==> config.mk <==
export PLATFORM = sky130hd
export DESIGN_NAME = load_result_align_flat
export DESIGN_NICKNAME = d
export VERILOG_FILES = /design/src/design/mem_stage_pkg.sv /design/src/design/mem_stage_ifs.sv /design/src/design/load_result_align.sv /design/src/flat_wrapper.sv
export SDC_FILE = /design/constraint.sdc
export NUM_CORES = 1
export LEC_CHECK = 0
export BUFFER_PORTS_ARGS = -buffer_cell sky130_fd_sc_hd__buf_2
export CAP_MARGIN = 25
export CORE_MARGIN = 1
export CORE_UTILIZATION = 48
export CTS_BUF_LIST = sky130_fd_sc_hd__clkbuf_16
export CTS_CLUSTER_SIZE = 14
export DETAILED_ROUTE_END_ITERATION = 7
export GPL_TIMING_DRIVEN = 0
export HOLD_SLACK_MARGIN = 0.08
export PLACE_DENSITY = 0.82
export SKIP_CTS_REPAIR_TIMING = 1
export SYNTH_ARGS = -nofsm -noshare
export SYNTH_HDL_FRONTEND = slang
export SYNTH_SLANG_ARGS = --single-unit
==> constraint.sdc <==
create_clock -name i_clock -period 1.8 [get_ports i_clock]
set_input_delay 0.36 -clock i_clock [delete_from_list [all_inputs] [get_ports i_clock]]
set_output_delay 0.36 -clock i_clock [all_outputs]
set_load 0.1 [all_outputs]
==> src/design/mem_stage_pkg.sv <==
`default_nettype none

////////////////////////////////////////////////////////////
// Shared types and constants for the memory-access stage.
////////////////////////////////////////////////////////////

package mem_stage_pkg;

   // Datapath geometry.
   localparam int DATA_WIDTH = 32;   // Bits per data word.
   localparam int LANE_COUNT = 4;    // Byte lanes per word.

   ////////////////////////////////////////////////////////////
   // MIPS primary opcodes handled by the stage.
   ////////////////////////////////////////////////////////////

   typedef enum logic [5:0] {
      OP_LB  = 6'h20,   // Load signed byte.
      OP_LH  = 6'h21,   // Load signed halfword.
      OP_LW  = 6'h23,   // Load word.
      OP_LBU = 6'h24,   // Load unsigned byte.
      OP_LHU = 6'h25,   // Load unsigned halfword.
      OP_SB  = 6'h28,   // Store byte.
      OP_SH  = 6'h29,   // Store halfword.
      OP_SW  = 6'h2B    // Store word.
   } mem_opcode_t;

   // Access size select.
   // Encoding matches the byte-lane enable select.
   typedef enum logic [1:0] {
      SIZE_NONE = 2'd0,   // No access.
      SIZE_BYTE = 2'd1,   // One lane.
      SIZE_HALF = 2'd2,   // Two lanes.
      SIZE_WORD = 2'd3    // All lanes.
   } access_size_t;

endpackage

`default_nettype wire

==> src/design/mem_stage_ifs.sv <==
`timescale 1ns/100ps
`default_nettype none


////////////////////////////////////////////////////////////
// Registered read word from data memory to result aligner.
////////////////////////////////////////////////////////////

interface load_return_if;
   import mem_stage_pkg::*;

   logic                  return_valid;
   logic [DATA_WIDTH-1:0] return_word;    // Whole addressed word.
   access_size_t          return_size;
   logic                  return_sign;
   logic [1:0]            return_offset;
   logic                  return_fault;   // Delayed alignment fault.

   modport memory_mp (
      output return_valid, return_word, return_size,
      output return_sign, return_offset, return_fault
   );

   modport align_mp (
      input return_valid, return_word, return_size,
      input return_sign, return_offset, return_fault
   );
endinterface

`default_nettype wire

==> src/design/load_result_align.sv <==
`timescale 1ns/100ps
`default_nettype none

// Load alignment and extension with registered outputs.
module load_result_align (
   input  wire logic                                 i_clock,
   input  wire logic                                 i_reset,
   load_return_if.align_mp                           ret,
   output logic                                      o_load_valid,
   output logic [mem_stage_pkg::DATA_WIDTH-1:0]      o_load_data,
   output logic                                      o_align_error
);
   import mem_stage_pkg::*;

   localparam int LANE_WIDTH = DATA_WIDTH / LANE_COUNT;
   localparam int HALF_WIDTH = 2 * LANE_WIDTH;

   logic [DATA_WIDTH-1:0] shifted;   // Addressed lane moved to bit 0.
   logic [DATA_WIDTH-1:0] result;
   logic                  byte_fill;
   logic                  half_fill;

   ////////////////////////////////////////////////////////////
   // Lane select and extension.
   ////////////////////////////////////////////////////////////

   always_comb begin
      shifted   = ret.return_word >> (ret.return_offset * LANE_WIDTH);
      byte_fill = ret.return_sign & shifted[LANE_WIDTH-1];   // Zero for LBU.
      half_fill = ret.return_sign & shifted[HALF_WIDTH-1];   // Zero for LHU.
      case (ret.return_size)
         SIZE_BYTE: begin
            result = {{(DATA_WIDTH - LANE_WIDTH){byte_fill}}, shifted[LANE_WIDTH-1:0]};
         end
         SIZE_HALF: begin
            result = {{(DATA_WIDTH - HALF_WIDTH){half_fill}}, shifted[HALF_WIDTH-1:0]};
         end
         default: begin
            result = ret.return_word;   // Whole word without a shift.
         end
      endcase
   end

   ////////////////////////////////////////////////////////////
   // Output registers.
   ////////////////////////////////////////////////////////////

   always_ff @(posedge i_clock) begin
      if (i_reset) begin
         o_load_valid  <= 1'b0;
         o_align_error <= 1'b0;
      end
      else begin
         o_load_valid  <= ret.return_valid;
         o_align_error <= ret.return_fault;
      end
   end

   always_ff @(posedge i_clock) begin
      if (ret.return_valid) begin
         o_load_data <= result;   // Held between loads.
      end
   end

   // A request gives a load result or a fault but never both.
   assert property (@(posedge i_clock) disable iff (i_reset)
      !(o_load_valid && o_align_error))
      else $error("Load valid and align error raised together.");

endmodule

`default_nettype wire

==> src/flat_wrapper.sv <==
// flat-port wrapper written by rule: the top's interface ports become plain ports
module load_result_align_flat import mem_stage_pkg::*;
  (i_clock, i_reset, o_load_valid, o_load_data, o_align_error, ret_return_valid, ret_return_word, ret_return_size, ret_return_sign, ret_return_offset, ret_return_fault);
  load_return_if ret_i ();
  input  wire logic i_clock;
  input  wire logic i_reset;
  output logic o_load_valid;
  output logic [mem_stage_pkg::DATA_WIDTH-1:0] o_load_data;
  output logic o_align_error;
  input wire logic [$bits(ret_i.return_valid)-1:0] ret_return_valid;
  input wire logic [$bits(ret_i.return_word)-1:0] ret_return_word;
  input wire logic [$bits(ret_i.return_size)-1:0] ret_return_size;
  input wire logic [$bits(ret_i.return_sign)-1:0] ret_return_sign;
  input wire logic [$bits(ret_i.return_offset)-1:0] ret_return_offset;
  input wire logic [$bits(ret_i.return_fault)-1:0] ret_return_fault;
  assign ret_i.return_valid = ret_return_valid;
  assign ret_i.return_word = ret_return_word;
  assign ret_i.return_size = ret_return_size;
  assign ret_i.return_sign = ret_return_sign;
  assign ret_i.return_offset = ret_return_offset;
  assign ret_i.return_fault = ret_return_fault;
  load_result_align u_core (.i_clock(i_clock), .i_reset(i_reset), .ret(ret_i), .o_load_valid(o_load_valid), .o_load_data(o_load_data), .o_align_error(o_align_error));
endmodule
==> flow_summary_export.csv, run 1 <==
group,metric,value,unit
status,status,"finished clean",
logic_synthesis,synth.distinct_cells,27,
setup_path,arrival,1.65,ns
sta,slew_headroom,52.1,%
sta,rsz0062_at_grt,"false",
power_and_ir_drop,peakVddDrop,512,uV
logic_synthesis,yosys_warnings,0,
detailed_routing,wirelength,4.39,mm
logic_synthesis,synth_fa_ha_area_share,1.35,%
setup_path,cp.required,1.81,ns
setup_path,worstSetupPathType,"in2reg",
global_routing,grt_pass1_vias,1446,
cells_and_area,stdcell_area,2450,um^2
detailed_routing,vias,1581,
setup_path,cp-end-kind,"flip-flop",
logic_synthesis,yosys_register_bits,34,
logic_synthesis,synth.mux.area_fraction,5.52,%
logic_synthesis,synth-simple-area-share,20.9,%
place,hpwl,3.07,mm
global_routing,grt_overflow,0,
setup_path,critPathMaxFanout,10,
sta,period_share,91.1,%
logic_synthesis,ys_async_sr_fraction,0,%
sta,slew_violations,0,
cts,cts_max_level,2,
logic_synthesis,synth_most_common_cell,"nand2_1",
logic_synthesis,syn_nets,220,
cts,clkSlewWorstSetupHoldPaths,0.06,ns
logic_synthesis,synth_top_area_share,51.7,%
global_routing,grt.total_usage,22.5,%
die,start_util,50.4,%
logic_synthesis,avgSynthCellArea,10.5,um^2
die,die_area,4120,um^2
logic_synthesis,synth_top_family_by_area,"simple AND/OR/NAND/NOR gates",
detailed_routing,post_drt_wl_per_cell,14.4,um
logic_synthesis,dominantRegCellSynth,"edfxtp_1",
cts,cts_tree,"built",
cells_and_area,fin_cells,306,
logic_synthesis,synth_edf_count,32,
place,gp_congestion,0.805,
sta,setup_ws,0.161,ns
die,die_x,64.2,um
cells_and_area,drive_gt1_share,34.9,%
power_and_ir_drop,power_density,1200,nW/um^2
cts,ctsLongestPathBuffers,2,
sta,hold_slack,0.253,ns
cts,cts_buffers,5,
sta,worstMarginPinSlew,0.719,ns
logic_synthesis,synth_compound_area_share,13.6,%
die,coreArea,3690,um^2
logic_synthesis,synth_commonest_cells,"nand2_1 (42), edfxtp_1 (32), nor2b_1 (17)",
cts,clock-root-buffer,"clkbuf_16",
sta,max_freq,0.610,GHz
die,rows,22,
cells_and_area,areaGrowthSynthToFinish,31.9,%
sta,setup_violations,0,
setup_path,critPathLaunchType,"primary input",
logic_synthesis,synth_xor_xnor_area_share,0,%
place,post-place-ws,-0.193,ns
global_routing,grt_max_degree,34,
die,die_h,64.2,um
cts,clock-sinks,34,
cells_and_area,final_nets,300,
power_and_ir_drop,leakagePower,1.13,nW
logic_synthesis,synth_area_leaders,"edfxtp_1 (52%), nand2_1 (8.5%), nor2b_1 (5.7%), a32o_1 (4.3%), mux2i_1 (4.3%)",
detailed_routing,via_per_inst,5.17,
detailed_routing,drtAntennaViolNets,0,
cells_and_area,diodes,0,
place,placed_area,2280,um^2
power_and_ir_drop,report.power.total,2.93,mW
logic_synthesis,ys_seq_area_share,53.9,%
die,ioPinCount,75,
logic_synthesis,syn-cell-area,1860,um^2
global_routing,grt_antenna_before_repair,0,
global_routing,grt_pass1_wl,6.87,mm
place,dp_cells,298,
sta,hold_viol,0,
detailed_routing,initialDrtViolationCount,130,
worst_hold_path,hold_class,"in2reg",
detailed_routing,drc,0,
run,max_cap_viol_count,0,
sta,period_minus_slack,1.64,ns
place,port-buffer-count,73,
logic_synthesis,synth_top_cell_by_area,"edfxtp_1",
detailed_routing,first_pass_iters,6,
logic_synthesis,synthesis.instances,177,
[power by group]
group	leakage, nW	total, mW	internal (mW)	switching [mW]
clock	0.0836	0.957	0.647	0.310
sequential	0.327	0.989	0.971	0.0180
combinational	0.716	0.987	0.182	0.804
total	1.13	2.93	1.80	1.13
[area by class of cell]
cell class | instances | area [um^2]
buffer | 12 | 77.6
clock buffer | 5 | 125
clock inverter | 3 | 40.0
fill | 292 | 1240
inverter | 3 | 11.3
multi-input combinational | 128 | 769
sequential | 34 | 1000
tap | 48 | 60.1
timing repair buffer | 73 | 365
[cells by family after synthesis]
group / Yosys count
compound gates: 34
fa+ha+maj: 2
buf+inv: 15
flops: 34
mux: 9
simple gates: 83
[per-layer routing]
layer	vias up	share of wire (%)	global-route usage (%)
met1	696	43	29.9
met3	12	8.3	6.25
met5	-	0	0
li1	783	-	-
met2	90	47	33.6
met4	0	1.8	11.1
[placed cells by master, fill, tap and decap left out, drive strengths merged, types with 3 or more instances in the layout]
cell / Yosys / final
and2: 7 / 7
o21ai: 10 / 10
a32o: 8 / 8
nor2: 12 / 12
mux2i: 9 / 9
nor2b: 17 / 17
a21oi: 7 / 7
clkbuf: 6 / 11
buf: 6 / 79
nand2: 42 / 42
inv: 3 / 3
a211o: 7 / 7
edfxtp: 32 / 32
[final timing paths]
path,start,slack (ns),depth (start not counted),end
max,ret_return_size[0],0.16,6,u_core.o_load_data[15]
min,i_reset,0.25,2,u_core.o_load_valid
[critical path, stage by stage]
cell and delay, ns:
buf_2 0.10, inv_1 0.04, ha_1 0.27, clkbuf_1 0.34, clkbuf_1 0.39, o21ai_0 0.16
[metrics by stage]
stage	utilization, %	TNS (ns)
floorplan	-	0
global placement	61.9	-1.46
detailed placement	61.9	-2.29
CTS	66.4	0
global route	66.4	0
finish	66.4	0
[flip-flops by register name, summed over array words and instances, names as in the netlist]
name / cells
u_core.o_load_valid: 1
u_core.o_load_data: 32
u_core.o_align_error: 1
Power figures use the tool's default switching activity.
==> run 2, diff against run 1 <==
--- a/config.mk
+++ b/config.mk
@@ -5,10 +5,11 @@
 export SDC_FILE = /design/constraint.sdc
 export NUM_CORES = 1
 export LEC_CHECK = 0
+export ABC_AREA = 1
 export BUFFER_PORTS_ARGS = -buffer_cell sky130_fd_sc_hd__buf_2
 export CAP_MARGIN = 25
 export CORE_MARGIN = 1
-export CORE_UTILIZATION = 48
+export CORE_UTILIZATION = 49
 export CTS_BUF_LIST = sky130_fd_sc_hd__clkbuf_16
 export CTS_CLUSTER_SIZE = 14
 export DETAILED_ROUTE_END_ITERATION = 7
==> constraint.sdc (replaced) <==
create_clock -name i_clock -period 1.8 [get_ports i_clock]
set_input_delay 0.18 -clock i_clock [delete_from_list [all_inputs] [get_ports i_clock]]
set_output_delay 0.18 -clock i_clock [all_outputs]
set_load 0.1 [all_outputs]
==> run 2 against run 1 <==
Against the previous run: global-route usage up 0.073 points; die area up 6.7%; first-iteration DRC count grew 4.6%; synthesized area rose by 9.2%; combinational power rose by 1%; via count increased by 21%; critical path depth is 1 higher; synthesized cell count increased by 42%; non-clock buffer count up 1; wire length grew 4.8%; largest cell class unchanged; largest power group is now combinational logic.
==> flow_summary_export.csv, run 2 <==
group,metric,value,unit
die,ioPinCount,75,
place,port-buffer-count,72,
sta,hold_slack,0.119,ns
logic_synthesis,avgSynthCellArea,8.08,um^2
place,post-place-ws,0.0651,ns
global_routing,grt.total_usage,22.6,%
logic_synthesis,syn_nets,294,
global_routing,grt_pass1_wl,7.30,mm
cts,ctsLongestPathBuffers,2,
status,status,"finished clean",
detailed_routing,drc,0,
sta,setup_ws,0.365,ns
sta,hold_viol,0,
power_and_ir_drop,power_density,1060,nW/um^2
cells_and_area,largest_reg_flops,32,
logic_synthesis,synth.distinct_cells,24,
global_routing,grt_antenna_before_repair,0,
detailed_routing,wirelength,4.61,mm
detailed_routing,drtAntennaViolNets,0,
cts,clock-sinks,34,
run,max_cap_viol_count,0,
logic_synthesis,ys_seq_area_share,49.4,%
sta,period_share,79.7,%
detailed_routing,first_pass_iters,4,
cts,cts_tree,"built",
sta,period_minus_slack,1.44,ns
place,hpwl,3.52,mm
die,rows,23,
cts,cts_max_level,2,
die,die_h,66.3,um
cts,cts_buffers,5,
sta,worstMarginPinSlew,0.710,ns
cells_and_area,final_nets,374,
detailed_routing,post_drt_wl_per_cell,12.1,um
logic_synthesis,yosys_register_bits,34,
logic_synthesis,synth_most_common_cell,"nand2_1",
sta,setup_violations,0,
sta,max_freq,0.697,GHz
setup_path,critPathMaxFanout,10,
setup_path,worstPathCellList,"buf_2, inv_1, ha_1, buf_2, inv_1, buf_1, o21ai_2",
cells_and_area,postLayoutCoreUtil,65.0,%
logic_synthesis,ys_async_sr_fraction,0,%
setup_path,arrival,1.45,ns
setup_path,cp-end-kind,"flip-flop",
cells_and_area,n_fill_cell,364,
die,coreArea,4000,um^2
global_routing,grt_pass1_vias,1708,
setup_path,max_stage_delay,0.40,ns
place,gp_congestion,0.875,
logic_synthesis,syn-cell-area,2030,um^2
logic_synthesis,synthesis.instances,251,
global_routing,grt_max_degree,34,
sta,slew_violations,0,
detailed_routing,vias,1913,
global_routing,grt_overflow,0,
setup_path,worstSetupPathType,"in2reg",
cells_and_area,diodes,0,
cells_and_area,drive_gt1_share,32.8,%
logic_synthesis,synth_edf_count,32,
logic_synthesis,synth_area_leaders,"edfxtp_1 (47%), nand2_1 (18%), inv_1 (5.4%), nand2_2 (3.7%), o21ai_0 (3.7%)",
logic_synthesis,dominantRegCellSynth,"edfxtp_1",
power_and_ir_drop,leakagePower,1.39,nW
power_and_ir_drop,peakVddDrop,539,uV
die,die_x,66.3,um
sta,finalSetupTns,0,ns
power_and_ir_drop,report.power.total,2.77,mW
cells_and_area,final_cell_mix,"nand2_1 (97), buf_2 (78), edfxtp_1 (32), inv_1 (30), o21ai_0 (15)",
cells_and_area,areaGrowthSynthToFinish,28.1,%
sta,slew_headroom,52.7,%
cells_and_area,layout_commonest_cell,"nand2_1",
setup_path,critPathLaunchType,"primary input",
logic_synthesis,synth_top_cell_by_area,"edfxtp_1",
cts,clkSlewWorstSetupHoldPaths,0.05,ns
logic_synthesis,synth_top_area_share,47.4,%
worst_hold_path,hold_class,"in2reg",
cells_and_area,top_regs,"u_core.o_load_data: 32 flops, u_core.o_align_error: 1 flops, u_core.o_load_valid: 1 flops",
detailed_routing,initialDrtViolationCount,136,
detailed_routing,via_per_inst,5.01,
cells_and_area,largest_register,"u_core.o_load_data",
setup_path,cp.required,1.82,ns
sta,rsz0062_at_grt,"false",
logic_synthesis,synth_commonest_cells,"nand2_1 (97), edfxtp_1 (32), inv_1 (29)",
logic_synthesis,yosys_warnings,0,
cts,clock-root-buffer,"clkbuf_16",
die,start_util,50.7,%
setup_path,cp_slowest_cell,"buf_1",
die,die_area,4400,um^2
==> run 2: cell count changes after synthesis, sizes merged, moves of 4 or more <==
cell / previous run / this run
inv: 3 / 31
and2: 7 / 0
a21oi: 7 / 14
o21ai: 10 / 31
mux2i: 9 / 0
buf: 6 / 11
a32o: 8 / 0
nand3: 1 / 11
nor2b: 17 / 0
clkbuf: 6 / 2
a211o: 7 / 0
nand2: 42 / 110
nor2: 12 / 4
==> run 2: critical path: cells and delay by family <==
family          cells  cell delay [ns]
compound gates      1             0.08
fa+ha+maj           1             0.27
buf+inv             5             0.92
==> run 2: layer usage <==
layer,GRT usage (%),routed length (um),vias to the layer above
li1,-,-,969
met1,27.2,1960,864
met2,38.3,2250,72
met3,4.83,323,8
met4,10.4,78,0
met5,0,0,-
==> run 2: logic make-up (layout without fill, tap and decap cells) <==
family	count (synthesis)	in the layout	synth area share (%)
adder cells (fa/ha/maj)	2	2	1.23
AND/OR/NAND/NOR	126	126	27.6
AO/OA/AOI/OAI	45	45	11.5
buffers and inverters	44	125	10.4
flip-flops	34	34	49.4
==> run 2: final cells by class <==
type                    count  area, um^2  share of cell area (%)
plain buffers              13        86.3                    3.32
flip-flops and latches     34        1000                    38.5
clock buffers               5         125                    4.81
well taps                  50        62.6                    2.41
inverters                  31         124                    4.77
multi-input cells         173         817                    31.4
repair buffers             73         370                    14.3
clock inverters             3        12.5                   0.481
==> run 2: stage by stage <==
step / std cells / instance area, um^2
after CTS: 381 / 2590
final: 382 / 2600
after global placement: 373 / 2450
after detailed placement: 373 / 2450
after floorplan: 251 / 2030
after global routing: 382 / 2600
==> run 2: worst paths after layout <==
kind / startpoint / cells after the start / endpoint
max: ret_return_size[0] / 7 / u_core.o_load_data[22]
min: ret_return_fault / 3 / u_core.o_align_error
==> run 2: report_power, final <==
| group | switching [mW] | total, mW | internal, mW |
|---|---|---|---|
| sequential | 0.0163 | 0.983 | 0.967 |
| clock | 0.289 | 0.788 | 0.499 |
| combinational | 0.821 | 0.997 | 0.175 |
