File: src/design/mem_stage_pkg.sv
`default_nettype none

////////////////////////////////////////////////////////////
// Shared types and constants for the memory-access stage.
////////////////////////////////////////////////////////////

package mem_stage_pkg;

   // Datapath geometry.
   localparam int DATA_WIDTH = 32;   // Bits per data word.
   localparam int LANE_COUNT = 4;    // Byte lanes per word.

   ////////////////////////////////////////////////////////////
   // MIPS primary opcodes handled by the stage.
   ////////////////////////////////////////////////////////////

   typedef enum logic [5:0] {
      OP_LB  = 6'h20,   // Load signed byte.
      OP_LH  = 6'h21,   // Load signed halfword.
      OP_LW  = 6'h23,   // Load word.
      OP_LBU = 6'h24,   // Load unsigned byte.
      OP_LHU = 6'h25,   // Load unsigned halfword.
      OP_SB  = 6'h28,   // Store byte.
      OP_SH  = 6'h29,   // Store halfword.
      OP_SW  = 6'h2B    // Store word.
   } mem_opcode_t;

   // Access size select.
   // Encoding matches the byte-lane enable select.
   typedef enum logic [1:0] {
      SIZE_NONE = 2'd0,   // No access.
      SIZE_BYTE = 2'd1,   // One lane.
      SIZE_HALF = 2'd2,   // Two lanes.
      SIZE_WORD = 2'd3    // All lanes.
   } access_size_t;

endpackage

`default_nettype wire

File: src/design/mem_stage_ifs.sv
`timescale 1ns/100ps
`default_nettype none

////////////////////////////////////////////////////////////
// Decoded request from decoder to data memory.
////////////////////////////////////////////////////////////

interface mem_access_if #(
   parameter int MEM_ADDR_WIDTH = 10
);
   import mem_stage_pkg::*;

   logic                      access_load;    // One-cycle load qualifier.
   logic                      access_store;   // One-cycle store qualifier.
   access_size_t              access_size;
   logic                      access_sign;    // Sign-extend on load.
   logic [1:0]                lane_offset;    // Byte within the word.
   logic [MEM_ADDR_WIDTH-3:0] word_index;
   logic [DATA_WIDTH-1:0]     store_data;
   logic                      access_fault;   // Misaligned known opcode.

   modport decoder_mp (
      output access_load, access_store, access_size, access_sign,
      output lane_offset, word_index, store_data, access_fault
   );

   modport memory_mp (
      input access_load, access_store, access_size, access_sign,
      input lane_offset, word_index, store_data, access_fault
   );
endinterface


`default_nettype wire

File: src/design/mem_op_decoder.sv
`timescale 1ns/100ps
`default_nettype none

// Opcode and address decode. Purely combinational.
module mem_op_decoder #(
   parameter int MEM_ADDR_WIDTH = 10
) (
   input  wire logic                                i_mem_valid,
   input  wire mem_stage_pkg::mem_opcode_t          i_mem_opcode,
   input  wire logic [MEM_ADDR_WIDTH-1:0]           i_mem_address,
   input  wire logic [mem_stage_pkg::DATA_WIDTH-1:0] i_store_data,
   mem_access_if.decoder_mp                         access
);
   import mem_stage_pkg::*;

   logic         is_load;      // Opcode is a load.
   logic         is_store;     // Opcode is a store.
   access_size_t size;
   logic         sign;
   logic         misaligned;
   logic         do_load;
   logic         do_store;
   logic         do_fault;

   ////////////////////////////////////////////////////////////
   // Opcode map and alignment check.
   ////////////////////////////////////////////////////////////

   always_comb begin
      is_load  = 1'b0;
      is_store = 1'b0;
      size     = SIZE_NONE;   // Unknown opcodes stay here.
      sign     = 1'b0;
      case (i_mem_opcode)
         OP_LB:  begin is_load = 1'b1; size = SIZE_BYTE; sign = 1'b1; end
         OP_LH:  begin is_load = 1'b1; size = SIZE_HALF; sign = 1'b1; end
         OP_LW:  begin is_load = 1'b1; size = SIZE_WORD; end
         OP_LBU: begin is_load = 1'b1; size = SIZE_BYTE; end
         OP_LHU: begin is_load = 1'b1; size = SIZE_HALF; end
         OP_SB:  begin is_store = 1'b1; size = SIZE_BYTE; end
         OP_SH:  begin is_store = 1'b1; size = SIZE_HALF; end
         OP_SW:  begin is_store = 1'b1; size = SIZE_WORD; end
         default: ;
      endcase

      // Natural alignment only.
      case (size)
         SIZE_HALF: misaligned = i_mem_address[0];
         SIZE_WORD: misaligned = |i_mem_address[1:0];
         default:   misaligned = 1'b0;   // Bytes always fit.
      endcase

      do_load  = i_mem_valid & is_load & ~misaligned;
      do_store = i_mem_valid & is_store & ~misaligned;
      do_fault = i_mem_valid & (is_load | is_store) & misaligned;

      assert (!(do_load && do_store))
         else $error("Decoder issued load and store together.");
   end

   ////////////////////////////////////////////////////////////
   // Drive the request bundle.
   ////////////////////////////////////////////////////////////

   assign access.access_load  = do_load;
   assign access.access_store = do_store;
   assign access.access_fault = do_fault;        // Access is held off.
   assign access.access_size  = size;
   assign access.access_sign  = sign;
   assign access.lane_offset  = i_mem_address[1:0];
   assign access.word_index   = i_mem_address[MEM_ADDR_WIDTH-1:2];
   assign access.store_data   = i_store_data;

endmodule

`default_nettype wire

File: src/flat_wrapper.sv
// flat-port wrapper written by rule: the top's interface ports become plain ports
module mem_op_decoder_flat import mem_stage_pkg::*;
#(
   parameter int MEM_ADDR_WIDTH = 10
)
  (i_mem_valid, i_mem_opcode, i_mem_address, i_store_data, access_access_load, access_access_store, access_access_size, access_access_sign, access_lane_offset, access_word_index, access_store_data, access_access_fault);
  mem_access_if #(.MEM_ADDR_WIDTH(MEM_ADDR_WIDTH)) access_i ();
  input  wire logic i_mem_valid;
  input  wire mem_stage_pkg::mem_opcode_t i_mem_opcode;
  input  wire logic [MEM_ADDR_WIDTH-1:0] i_mem_address;
  input  wire logic [mem_stage_pkg::DATA_WIDTH-1:0] i_store_data;
  output wire logic [$bits(access_i.access_load)-1:0] access_access_load;
  output wire logic [$bits(access_i.access_store)-1:0] access_access_store;
  output wire logic [$bits(access_i.access_size)-1:0] access_access_size;
  output wire logic [$bits(access_i.access_sign)-1:0] access_access_sign;
  output wire logic [$bits(access_i.lane_offset)-1:0] access_lane_offset;
  output wire logic [$bits(access_i.word_index)-1:0] access_word_index;
  output wire logic [$bits(access_i.store_data)-1:0] access_store_data;
  output wire logic [$bits(access_i.access_fault)-1:0] access_access_fault;
  assign access_access_load = access_i.access_load;
  assign access_access_store = access_i.access_store;
  assign access_access_size = access_i.access_size;
  assign access_access_sign = access_i.access_sign;
  assign access_lane_offset = access_i.lane_offset;
  assign access_word_index = access_i.word_index;
  assign access_store_data = access_i.store_data;
  assign access_access_fault = access_i.access_fault;
  mem_op_decoder #(.MEM_ADDR_WIDTH(MEM_ADDR_WIDTH)) u_core (.i_mem_valid(i_mem_valid), .i_mem_opcode(i_mem_opcode), .i_mem_address(i_mem_address), .i_store_data(i_store_data), .access(access_i));
endmodule
File: config.mk
export PLATFORM = sky130hd
export DESIGN_NAME = mem_op_decoder_flat
export DESIGN_NICKNAME = d
export VERILOG_FILES = /design/src/design/mem_stage_pkg.sv /design/src/design/mem_stage_ifs.sv /design/src/design/mem_op_decoder.sv /design/src/flat_wrapper.sv
export SDC_FILE = /design/constraint.sdc
export NUM_CORES = 1
export LEC_CHECK = 0
export BUFFER_PORTS_ARGS = -buffer_cell sky130_fd_sc_hd__buf_2
export CORE_MARGIN = 3
export CORE_UTILIZATION = 23
export DETAILED_ROUTE_END_ITERATION = 16
export PLACE_DENSITY = 0.86
export SLEW_MARGIN = 30
export SYNTH_ARGS = -nofsm -noshare
export SYNTH_HDL_FRONTEND = slang
export SYNTH_SLANG_ARGS = --single-unit
File: constraint.sdc
create_clock -name vclk -period 1.3
set_input_delay 0.195 -clock vclk [all_inputs]
set_output_delay 0.195 -clock vclk [all_outputs]
set_load 0.005 [all_outputs]
==> results by group, run 1 <==
Outcome
  • Outcome: finished, violations left
  • Failing checks: negative setup slack

Worst hold path
  • Hold Path Class: primary input to output pin

Pwr
  • Static leakage: 0.000199 uW
  • Worst VDD drop: 0.0893 mV
  • Combinational power share: 100.0%
  • Total power: approximately 130 uW
  • P_int: roughly 73 uW
  • Clock Power Share: 0%
  • Sw Ratio: 41.5%
  • Seq pwr share: 0%
  • PwrDens: 287 mW/mm^2
  • P_sw: 51.8 uW

Place
  • Buffers on Ports: 17
  • Gpl congestion: 0.714
  • Placed wire-length estimate: 821 um
  • DP Area: 334 sq um

Setup path
  • Slowest stage delay, CP: 0.39 ns
  • CP arrival: 1.24 ns
  • CP max FO: 3
  • Setup crit end kind: output pin
  • Worst Setup Start Kind: primary input
  • CP Class: primary input to output pin
  • Family with the most delay on the worst path: compound AO/OA/AOI/OAI gates
  • Required time of the worst setup path: 1.11 ns
  • Crit path cell chain: buf_6 -> nor4b_4 -> a311o_2 -> buf_4 -> a211oi_2 -> buf_2
  • Worst path slowest cell: a311o_2
  • Critical path buffers and inverters: 3

Timing
  • Post-layout minimum cycle time: 1.44 ns
  • Final worst-path cycle share: 110%
  • Worst Setup Slack, final: -0.135 ns
  • Worst slew pin tran: 0.339 ns
  • Peak Freq: ~700 MHz
  • Setup violators final: 3
  • Hold Fails Final Rpt: 0
  • Hold Slack: 0.390 ns
  • Slew Viols, Final: 0
  • Max_slew headroom: between 70% and 80%
  • RSZ-0062 raised after global routing: true

Global routing
  • Initial antenna violation count: 0
  • Grt ovf: 0
  • Vias in the first global route: 314
  • Largest net degree at the start of global routing: 7
  • GRT Resource Usage Total: 6.61%
  • First-pass GRT wire length: 1420 um

Floorplanning
  • Die X-Extent: 51.0 um
  • Rows: 15
  • Die extent in y: 51.0 um
  • Core region area: 0.00182 sq mm
  • Die area: 0.00260 sq mm
  • Initial Utilization: 25.6%
  • IO Pins: 97

Layout
  • Flip-flop and latch count: 0
  • Layout cell share with drive strength beyond 1: 77.1%
  • Syn-to-layout area delta: -6.45%
  • Fin util: 23.9%
  • Ant diodes: 0
  • CLK BUF: 0
  • Register area: 0 sq um
  • Post-route cell area: 435 sq um
  • Final nets: 99

Logic synthesis
  • Largest cells by area after synthesis: buf_4, a2111oi_2, a311o_2
  • Top cell type's share of synthesized area: 67.7%
  • Sequential share of the synthesized area: 0%
  • Ys Warns: 0
  • Syn Nets: roughly 110
  • Cells after synthesis: 64
  • Netlist cell types: 21
  • Area leader, netlist: buf_4
  • Cell area after synthesis: 465 sq um
  • Mean Syn Cell Area: 7.27 sq um

Job
  • MaxCap Viol Count: 0

Detailed routing
  • Vias per cell: between 4 and 5
  • Drt first pass iters: 2
  • Post-route ant nets: 0
  • Final WL: 908 um
  • Per-cell routed wire length: ~12 um
  • DRT iter0 DRCs: 1
  • DRC: 0
  • Via count: 313

Clock network
  • Hold_buf cts: 0
## metrics by stage
| step | setup slack [ns] | cells | TNS, ns |
|---|---|---|---|
| final | -0.135 | 73 | -0.377 |
| after global routing | -0.189 | 73 | -0.493 |
| after CTS | -0.146 | 71 | -0.278 |
| after detailed placement | -0.218 | 70 | -0.591 |
| after global placement | -0.189 | 70 | -0.444 |
| after floorplan | -0.0364 | 64 | -0.0556 |
## path summary, 6_finish.rpt
kind              slack, ns              from                    end  cells past startpoint
setup / recovery      -0.14  i_mem_address[1]    access_access_store                      6
hold / removal         0.39  i_store_data[12]  access_store_data[12]                      0
## layer usage
layer	up-vias	routed length (um)	global-route usage (%)
met4	0	24	3.14
met5	-	0	0
met3	4	134	2.33
met2	32	479	13.1
li1	139	-	-
met1	138	270	5.74
## cell usage after synthesis, drive strengths merged
cell	number
a211oi	1
nand2	1
a2111oi	1
a21boi	1
nor2b	1
or2b	1
xnor2	1
inv	2
nand2b	1
a21oi	1
buf	42
o21ai	1
nor4	1
nor4b	1
nand3	2
nor3	1
a2bb2o	1
a311o	1
nor2	1
nor4bb	1
clkbuf	1
## logic make-up (layout without fill, tap and decap cells)
kind of cell              Yosys count  count (layout)  synth area share (%)
AOI/OAI and AO/OA                   7               7                  13.2
and+or+nand+nor                    11              11                  14.5
xor gates and xnor gates            1               1                  1.88
buffers and inverters              45              29                  70.4
## power by group through the flow
stage	registers (uW)	clock network, uW	logic [uW]
after floorplan	0	0	148
after global placement	0	0	82.9
after detailed placement	0	0	87.6
after CTS	0	0	107
after global routing	0	0	136
final	0	0	125
## layout by cell type (no fill, tap or decap), drive strengths merged
cell type | Yosys | final
nor4bb | 1 | 1
a21boi | 1 | 1
nand2b | 1 | 1
xnor2 | 1 | 1
a21oi | 1 | 1
buf | 42 | 27
nand3 | 2 | 2
a311o | 1 | 1
a211oi | 1 | 1
o21ai | 1 | 1
inv | 2 | 2
nor2b | 1 | 1
a2111oi | 1 | 1
nor3 | 1 | 1
a2bb2o | 1 | 1
nor4b | 1 | 1
nor2 | 1 | 1
or2b | 1 | 1
nand2 | 1 | 1
nor4 | 1 | 1
## cell type report
type | count | area [sq um]
timing repair buffer | 27 | 185
fill | 212 | 1390
inverter | 2 | 7.51
multi-input combinational | 19 | 211
tap | 25 | 31.3
## what timing repair did
item / CTS / global route
setup buffers: 1 / 2
gates resized for setup: 11 / 7
pin swaps: 2 / 0
setup endpoints to repair: 3 / 4
No activity file was read; power rests on OpenSTA's default activity.
==> inputs of run 2 (changes only) <==
--- a/config.mk
+++ b/config.mk
@@ -5,6 +5,7 @@
 export SDC_FILE = /design/constraint.sdc
 export NUM_CORES = 1
 export LEC_CHECK = 0
+export ABC_AREA = 1
 export BUFFER_PORTS_ARGS = -buffer_cell sky130_fd_sc_hd__buf_2
 export CORE_MARGIN = 3
 export CORE_UTILIZATION = 23
==> run 2 against run 1 <==
Effect of this change: synthesized cell count increased by 16%; the flow now finishes without violations; non-clock buffer count decreased by 10; combinational power decreased by 56%; first-iteration DRC count increased to 5.0 times the previous value; highest routed layer unchanged; design area decreased by 38%; worst setup slack improved by 0.21 ns; largest power group unchanged; largest cell class unchanged; critical endpoint is now access_access_fault.
==> results by group, run 2 <==
Timing
  • Hold Fails Final Rpt: 0 (unchanged)
  • RSZ-0062 raised after global routing: false (was true)
  • Setup violators final: 0 (was 3)
  • Hold Slack: 0.390 ns (unchanged)
  • Slew Viols, Final: 0 (unchanged)
  • Peak Freq: 819 MHz (was 697 MHz)
  • Final worst-path cycle share: 93.9% (was 110%)
  • Max_slew headroom: 86.7% (was 77.2%)
  • Setup TNS: 0 ns (was -0.377 ns)
  • Post-layout minimum cycle time: 1.22 ns (was 1.44 ns)
  • Worst slew pin tran: 0.197 ns (was 0.339 ns)

Floorplanning
  • IO Pins: 97 (unchanged)
  • Initial Utilization: 25.6% (unchanged)
  • Die area: 0.00260 sq mm (unchanged)
  • Rows: 15 (unchanged)
  • Die X-Extent: 51.0 um (unchanged)
  • Die extent in y: 51.0 um (unchanged)
  • Core region area: 0.00182 sq mm (unchanged)

Logic synthesis
  • Ys Warns: 0 (unchanged)
  • Top cells by count, synth: buf_4, nor2_1, nand2_1, inv_1, o21ai_1 (was buf_4, inv_1, nand3_1)
  • Cells after synthesis: 74 (was 64)
  • Top-count cell post-synth: buf_4 (unchanged)
  • Syn Nets: 123 (was 113)
  • Mean Syn Cell Area: 6.29 sq um (was 7.27 sq um)
  • Netlist cell types: 12 (was 21)
  • Top cell type's share of synthesized area: 67.7% (unchanged)
  • Largest cells by area after synthesis: buf_4, nor2_1, nand2_1 (was buf_4, a2111oi_2, a311o_2)
  • Cell area after synthesis: 465 sq um (unchanged)
  • Area leader, netlist: buf_4 (unchanged)
  • Sequential share of the synthesized area: 0% (unchanged)

Clock network
  • Postcts setup bufs: 0 (was 1)
  • Hold_buf cts: 0 (unchanged)

Detailed routing
  • Post-route ant nets: 0 (unchanged)
  • Drt first pass iters: 4 (was 2)
  • Final WL: 799 um (was 908 um)
  • Per-cell routed wire length: 10.8 um (was 12.4 um)
  • Vias per cell: 4.04 (was 4.29)
  • DRT iter0 DRCs: 5 (was 1)
  • DRC: 0 (unchanged)
  • Via count: 299 (was 313)

Layout
  • Most frequent cells in the layout: buf_2, nor2_1, nand2_1 (was buf_2, buf_4, buf_6)
  • Fin util: 14.9% (was 23.9%)
  • Syn-to-layout area delta: -41.7% (was -6.45%)
  • Post-route cell area: 272 sq um (was 435 sq um)
  • Register area: 0 sq um (unchanged)
  • Ant diodes: 0 (unchanged)
  • Commonest non-fill, non-tap cell in the layout: buf_2 (unchanged)
  • Flip-flop and latch count: 0 (unchanged)
  • CLK BUF: 0 (unchanged)
  • Final nets: 100 (was 99)
  • Layout cell share with drive strength beyond 1: 46.9% (was 77.1%)
  • Post-route insts no fill: 74 (was 73)

Global routing
  • Met3 usage: 2.33% (unchanged)
  • Vias in the first global route: 230 (was 314)
  • GRT Resource Usage Total: 4.85% (was 6.61%)
  • Grt ovf: 0 (unchanged)
  • Most Crowded Layer GR: met2 (unchanged)
  • First-pass GRT wire length: 1030 um (was 1420 um)
  • Largest net degree at the start of global routing: 7 (unchanged)
  • M1 GR Usage: 5.38% (was 5.74%)
  • Initial antenna violation count: 0 (unchanged)
  • Met2 global-route usage: 6.87% (was 13.1%)

Setup path
  • Worst Setup Start Kind: primary input (unchanged)
  • WP depth: 9 (was 6)
  • CP Launch Point: i_mem_opcode[4] (was i_mem_address[1])
  • Family with the most delay on the worst path: simple AND/OR/NAND/NOR gates (was compound AO/OA/AOI/OAI gates)
  • Slowest stage delay, CP: 0.15 ns (was 0.39 ns)
  • CP endpoint: access_access_fault (was access_access_store)
  • Required time of the worst setup path: 1.11 ns (about the same)
  • Setup crit end kind: output pin (unchanged)
  • Critical path buffers and inverters: 4 (was 3)
  • Crit path cell chain: buf_2 -> inv_1 -> nand2_2 -> nor3_2 -> o21ai_1 -> nand2_2 -> nand2_1 -> inv_1 -> buf_2 (was buf_6 -> nor4b_4 -> a311o_2 -> buf_4 -> a211oi_2 -> buf_2)
  • CP Class: primary input to output pin (unchanged)
  • Worst path slowest cell: nor3_2 (was a311o_2)
  • CP max FO: 5 (was 3)
  • CP arrival: 1.03 ns (was 1.24 ns)

Pwr
  • Combinational power share: 100.0% (about the same)
  • PwrDens: 201 mW/mm^2 (was 287 mW/mm^2)
  • Sw Ratio: 58.3% (was 41.5%)
  • Clock Power Share: 0% (about the same)
  • Static leakage: 0.000174 uW (was 0.000199 uW)
  • P_sw: 31.8 uW (was 51.8 uW)
  • Seq pwr share: 0% (about the same)
  • Worst VDD drop: 0.0683 mV (was 0.0893 mV)
  • P_int: 22.8 uW (was 73.2 uW)

Place
  • DP Area: 267 sq um (was 334 sq um)
  • Placed wire-length estimate: 661 um (was 821 um)
  • Gpl congestion: 0.811 (was 0.714)
  • Placed insts: 74 (was 70)
  • Buffers on Ports: 17 (unchanged)

Outcome
  • Outcome: finished, final reports clean (was finished, violations left)

Worst hold path
  • Worst Hold Depth: 0 (unchanged)
  • Hold Path Class: primary input to output pin (unchanged)

Job
  • MaxCap Viol Count: 0 (unchanged)
-- run 2: how the worst min path moves through the flow --
stage	from	endpoint	slack [ns]
2_1_floorplan	i_mem_opcode[1]	access_access_sign	0.42
4_1_cts	i_store_data[19]	access_store_data[19]	0.39
5_1_grt	i_store_data[11]	access_store_data[11]	0.39
3_5_place_dp	i_store_data[19]	access_store_data[19]	0.39
6_report	i_store_data[10]	access_store_data[10]	0.39
3_3_place_gp	i_store_data[19]	access_store_data[19]	0.39
-- run 2: repair_timing --
item	4_1_cts	5_1_grt
resized for setup	0	2
endpoints found under the setup margin	0	2
hold endpoints to repair	0	0
-- run 2: per-layer routing --
metal | vias up | routed length [um]
li1 | 136 | -
met1 | 137 | 292
met2 | 16 | 342
met3 | 10 | 133
met4 | 0 | 31
met5 | - | 0
-- run 2: layout make-up --
type	count	area [sq um]
Inverter	6	22.5
Timing Repair Buffer	17	85.1
Tap cell	25	31.3
Multi-Input combinational cell	26	133
Fill cell	219	1550
-- run 2: kinds of logic after synthesis --
logic type,after synthesis,share of synthesized area (%)
simple gates,20,19.4
buf+inv,48,72.6
compound gates,6,8.06
-- run 2: power by group through the flow --
stage	sequential, uW	combinational (uW)	clock (uW)
CTS	0	52.1	0
finish	0	54.6	0
floorplan	0	124	0
global route	0	60.2	0
global placement	0	51.6	0
detailed placement	0	51.9	0
-- run 2: per-stage QoR --
step                      setup WS [ns]  total power, uW
after floorplan                   0.342              124
after global placement           0.0531             51.6
after detailed placement         0.0459             51.9
after CTS                        0.0433             52.1
after global routing            0.00970             60.2
final                            0.0787             54.6
==> inputs of run 3 (changes only) <==
==> constraint.sdc (replaced) <==
create_clock -name vclk -period 1.3
set_input_delay 0.065 -clock vclk [all_inputs]
set_output_delay 0.065 -clock vclk [all_outputs]
set_load 0.005 [all_outputs]
==> run 3 against run 2 <==
Effect of this change: wire length is 2.0% lower; first-iteration DRC count increased by 20%; power decreased by 5.0%; clock-buffer cell count unchanged; highest routed layer unchanged; fmax up 23%; global-route usage up 0.42 points; largest cell class unchanged; design area down 1.8%; sequential share of layout area did not move; die area did not move; worst setup slack better by 0.22 ns.
==> results by group, run 3 (same netlist as run 2, synthesis figures left out) <==
Place
  • Placed wire-length estimate: 678 um (was 661 um)
  • Buffers on Ports: 17 (unchanged)
  • Gpl congestion: 0.805 (was 0.811)
  • Pre-CTS WS: 0.310 ns (was 0.0459 ns)

Global routing
  • Initial antenna violation count: 0 (unchanged)
  • First-pass GRT wire length: 1130 um (was 1030 um)
  • Grt ovf: 0 (unchanged)
  • Largest net degree at the start of global routing: 7 (unchanged)
  • Vias in the first global route: 260 (was 230)
  • GRT Resource Usage Total: 5.27% (was 4.85%)

Setup path
  • CP max FO: 5 (unchanged)
  • CP endpoint: access_access_fault (unchanged)
  • Required time of the worst setup path: 1.24 ns (was 1.11 ns)
  • Slowest stage delay, CP: 0.18 ns (was 0.15 ns)
  • CP Launch Point: i_mem_opcode[4] (unchanged)
  • Crit path cell chain: buf_2 -> inv_1 -> nand2_1 -> nor2_1 -> o211ai_1 -> nand2_1 -> nand2_1 -> inv_1 -> buf_2 (was buf_2 -> inv_1 -> nand2_2 -> nor3_2 -> o21ai_1 -> nand2_2 -> nand2_1 -> inv_1 -> buf_2)
  • Family with the most delay on the worst path: simple AND/OR/NAND/NOR gates (unchanged)
  • CP arrival: 0.93 ns (was 1.03 ns)
  • CP Class: primary input to output pin (unchanged)
  • Worst path slowest cell: nor2_1 (was nor3_2)
  • Setup crit end kind: output pin (unchanged)
  • Worst Setup Start Kind: primary input (unchanged)
  • CP most frequent cell: nand2_1
  • WP depth: 9 (unchanged)
  • Critical path buffers and inverters: 4 (unchanged)

Outcome
  • Outcome: finished, final reports clean (unchanged)

Timing
  • Peak Freq: 1000 MHz (was 819 MHz)
  • Slew Viols, Final: 0 (unchanged)
  • Setup TNS: 0 ns (unchanged)
  • Max_slew headroom: 85.2% (was 86.7%)
  • RSZ-0062 raised after global routing: false (unchanged)
  • Final worst-path cycle share: 76.7% (was 93.9%)
  • Worst Setup Slack, final: 0.304 ns (was 0.0787 ns)
  • Worst slew pin tran: 0.220 ns (was 0.197 ns)
  • Post-layout minimum cycle time: 0.996 ns (was 1.22 ns)
  • Setup violators final: 0 (unchanged)
  • Hold Fails Final Rpt: 0 (unchanged)

Detailed routing
  • Final WL: 783 um (was 799 um)
  • DRT iter0 DRCs: 6 (was 5)
  • Drt first pass iters: 4 (unchanged)
  • DRC: 0 (unchanged)
  • Via count: 296 (was 299)
  • Per-cell routed wire length: 10.6 um (was 10.8 um)
  • Post-route ant nets: 0 (unchanged)
  • Vias per cell: 4.00 (was 4.04)

Floorplanning
  • Die extent in y: 51.0 um (unchanged)
  • Rows: 15 (unchanged)
  • IO Pins: 97 (unchanged)
  • Initial Utilization: 25.6% (unchanged)
  • Die area: 0.00260 sq mm (unchanged)
  • Core region area: 0.00182 sq mm (unchanged)
  • Die X-Extent: 51.0 um (unchanged)

Worst hold path
  • Hold Path Class: primary input to output pin (unchanged)
  • Worst Hold Depth: 0 (unchanged)

Clock network
  • Resized cells post-CTS: 0 (unchanged)
  • Postcts setup bufs: 0 (unchanged)
  • Hold_buf cts: 0 (unchanged)

Layout
  • Flip-flop and latch count: 0 (unchanged)
  • Syn-to-layout area delta: -42.7% (was -41.7%)
  • Commonest non-fill, non-tap cell in the layout: buf_2 (unchanged)
  • Layout cell share with drive strength beyond 1: 42.9% (was 46.9%)
  • Register area: 0 sq um (unchanged)
  • CLK BUF: 0 (unchanged)
  • Final nets: 100 (unchanged)
  • Ant diodes: 0 (unchanged)
  • Most frequent cells in the layout: buf_2, nor2_1, nand2_1 (unchanged)

Pwr
  • Static leakage: 0.000174 uW (about the same)
  • Worst VDD drop: 0.0590 mV (was 0.0683 mV)
  • PwrDens: 195 mW/mm^2 (was 201 mW/mm^2)

Job
  • MaxCap Viol Count: 0 (unchanged)
-- run 3: layout make-up --
cell class	instances	area [sq um]
Tap cell	25	31.3
Multi-Input combinational cell	26	128
Fill cell	216	1550
Inverter	6	22.5
Timing Repair Buffer	17	85.1
-- run 3: worst min path at each step --
stage / endpoint / startpoint
floorplan: access_access_sign / i_mem_opcode[1]
global placement: access_store_data[19] / i_store_data[19]
detailed placement: access_store_data[19] / i_store_data[19]
CTS: access_store_data[19] / i_store_data[19]
global route: access_store_data[11] / i_store_data[11]
finish: access_store_data[10] / i_store_data[10]
-- run 3: metrics by stage --
step,utilization [%],hold WS [ns],instance area (sq um),cells,power (uW)
floorplan,-,0.164,465,74,124
global placement,14.6,0.130,267,74,51.3
detailed placement,14.6,0.130,267,74,51.8
CTS,14.6,0.130,267,74,52.0
global route,14.6,0.130,267,74,58.8
finish,14.6,0.130,267,74,51.9
-- run 3: report_power, final --
group	internal [uW]	switching, uW
logic	22.3	29.6
clock network	0	0
registers	0	0
-- run 3: routing by layer --
| layer | vias to the layer above | wire, um | GRT usage (%) |
|---|---|---|---|
| met1 | 131 | 307 | 5.56 |
| met5 | - | 0 | 0 |
| li1 | 139 | - | - |
| met2 | 16 | 323 | 8.15 |
| met3 | 10 | 121 | 2.33 |
| met4 | 0 | 31 | 4.04 |
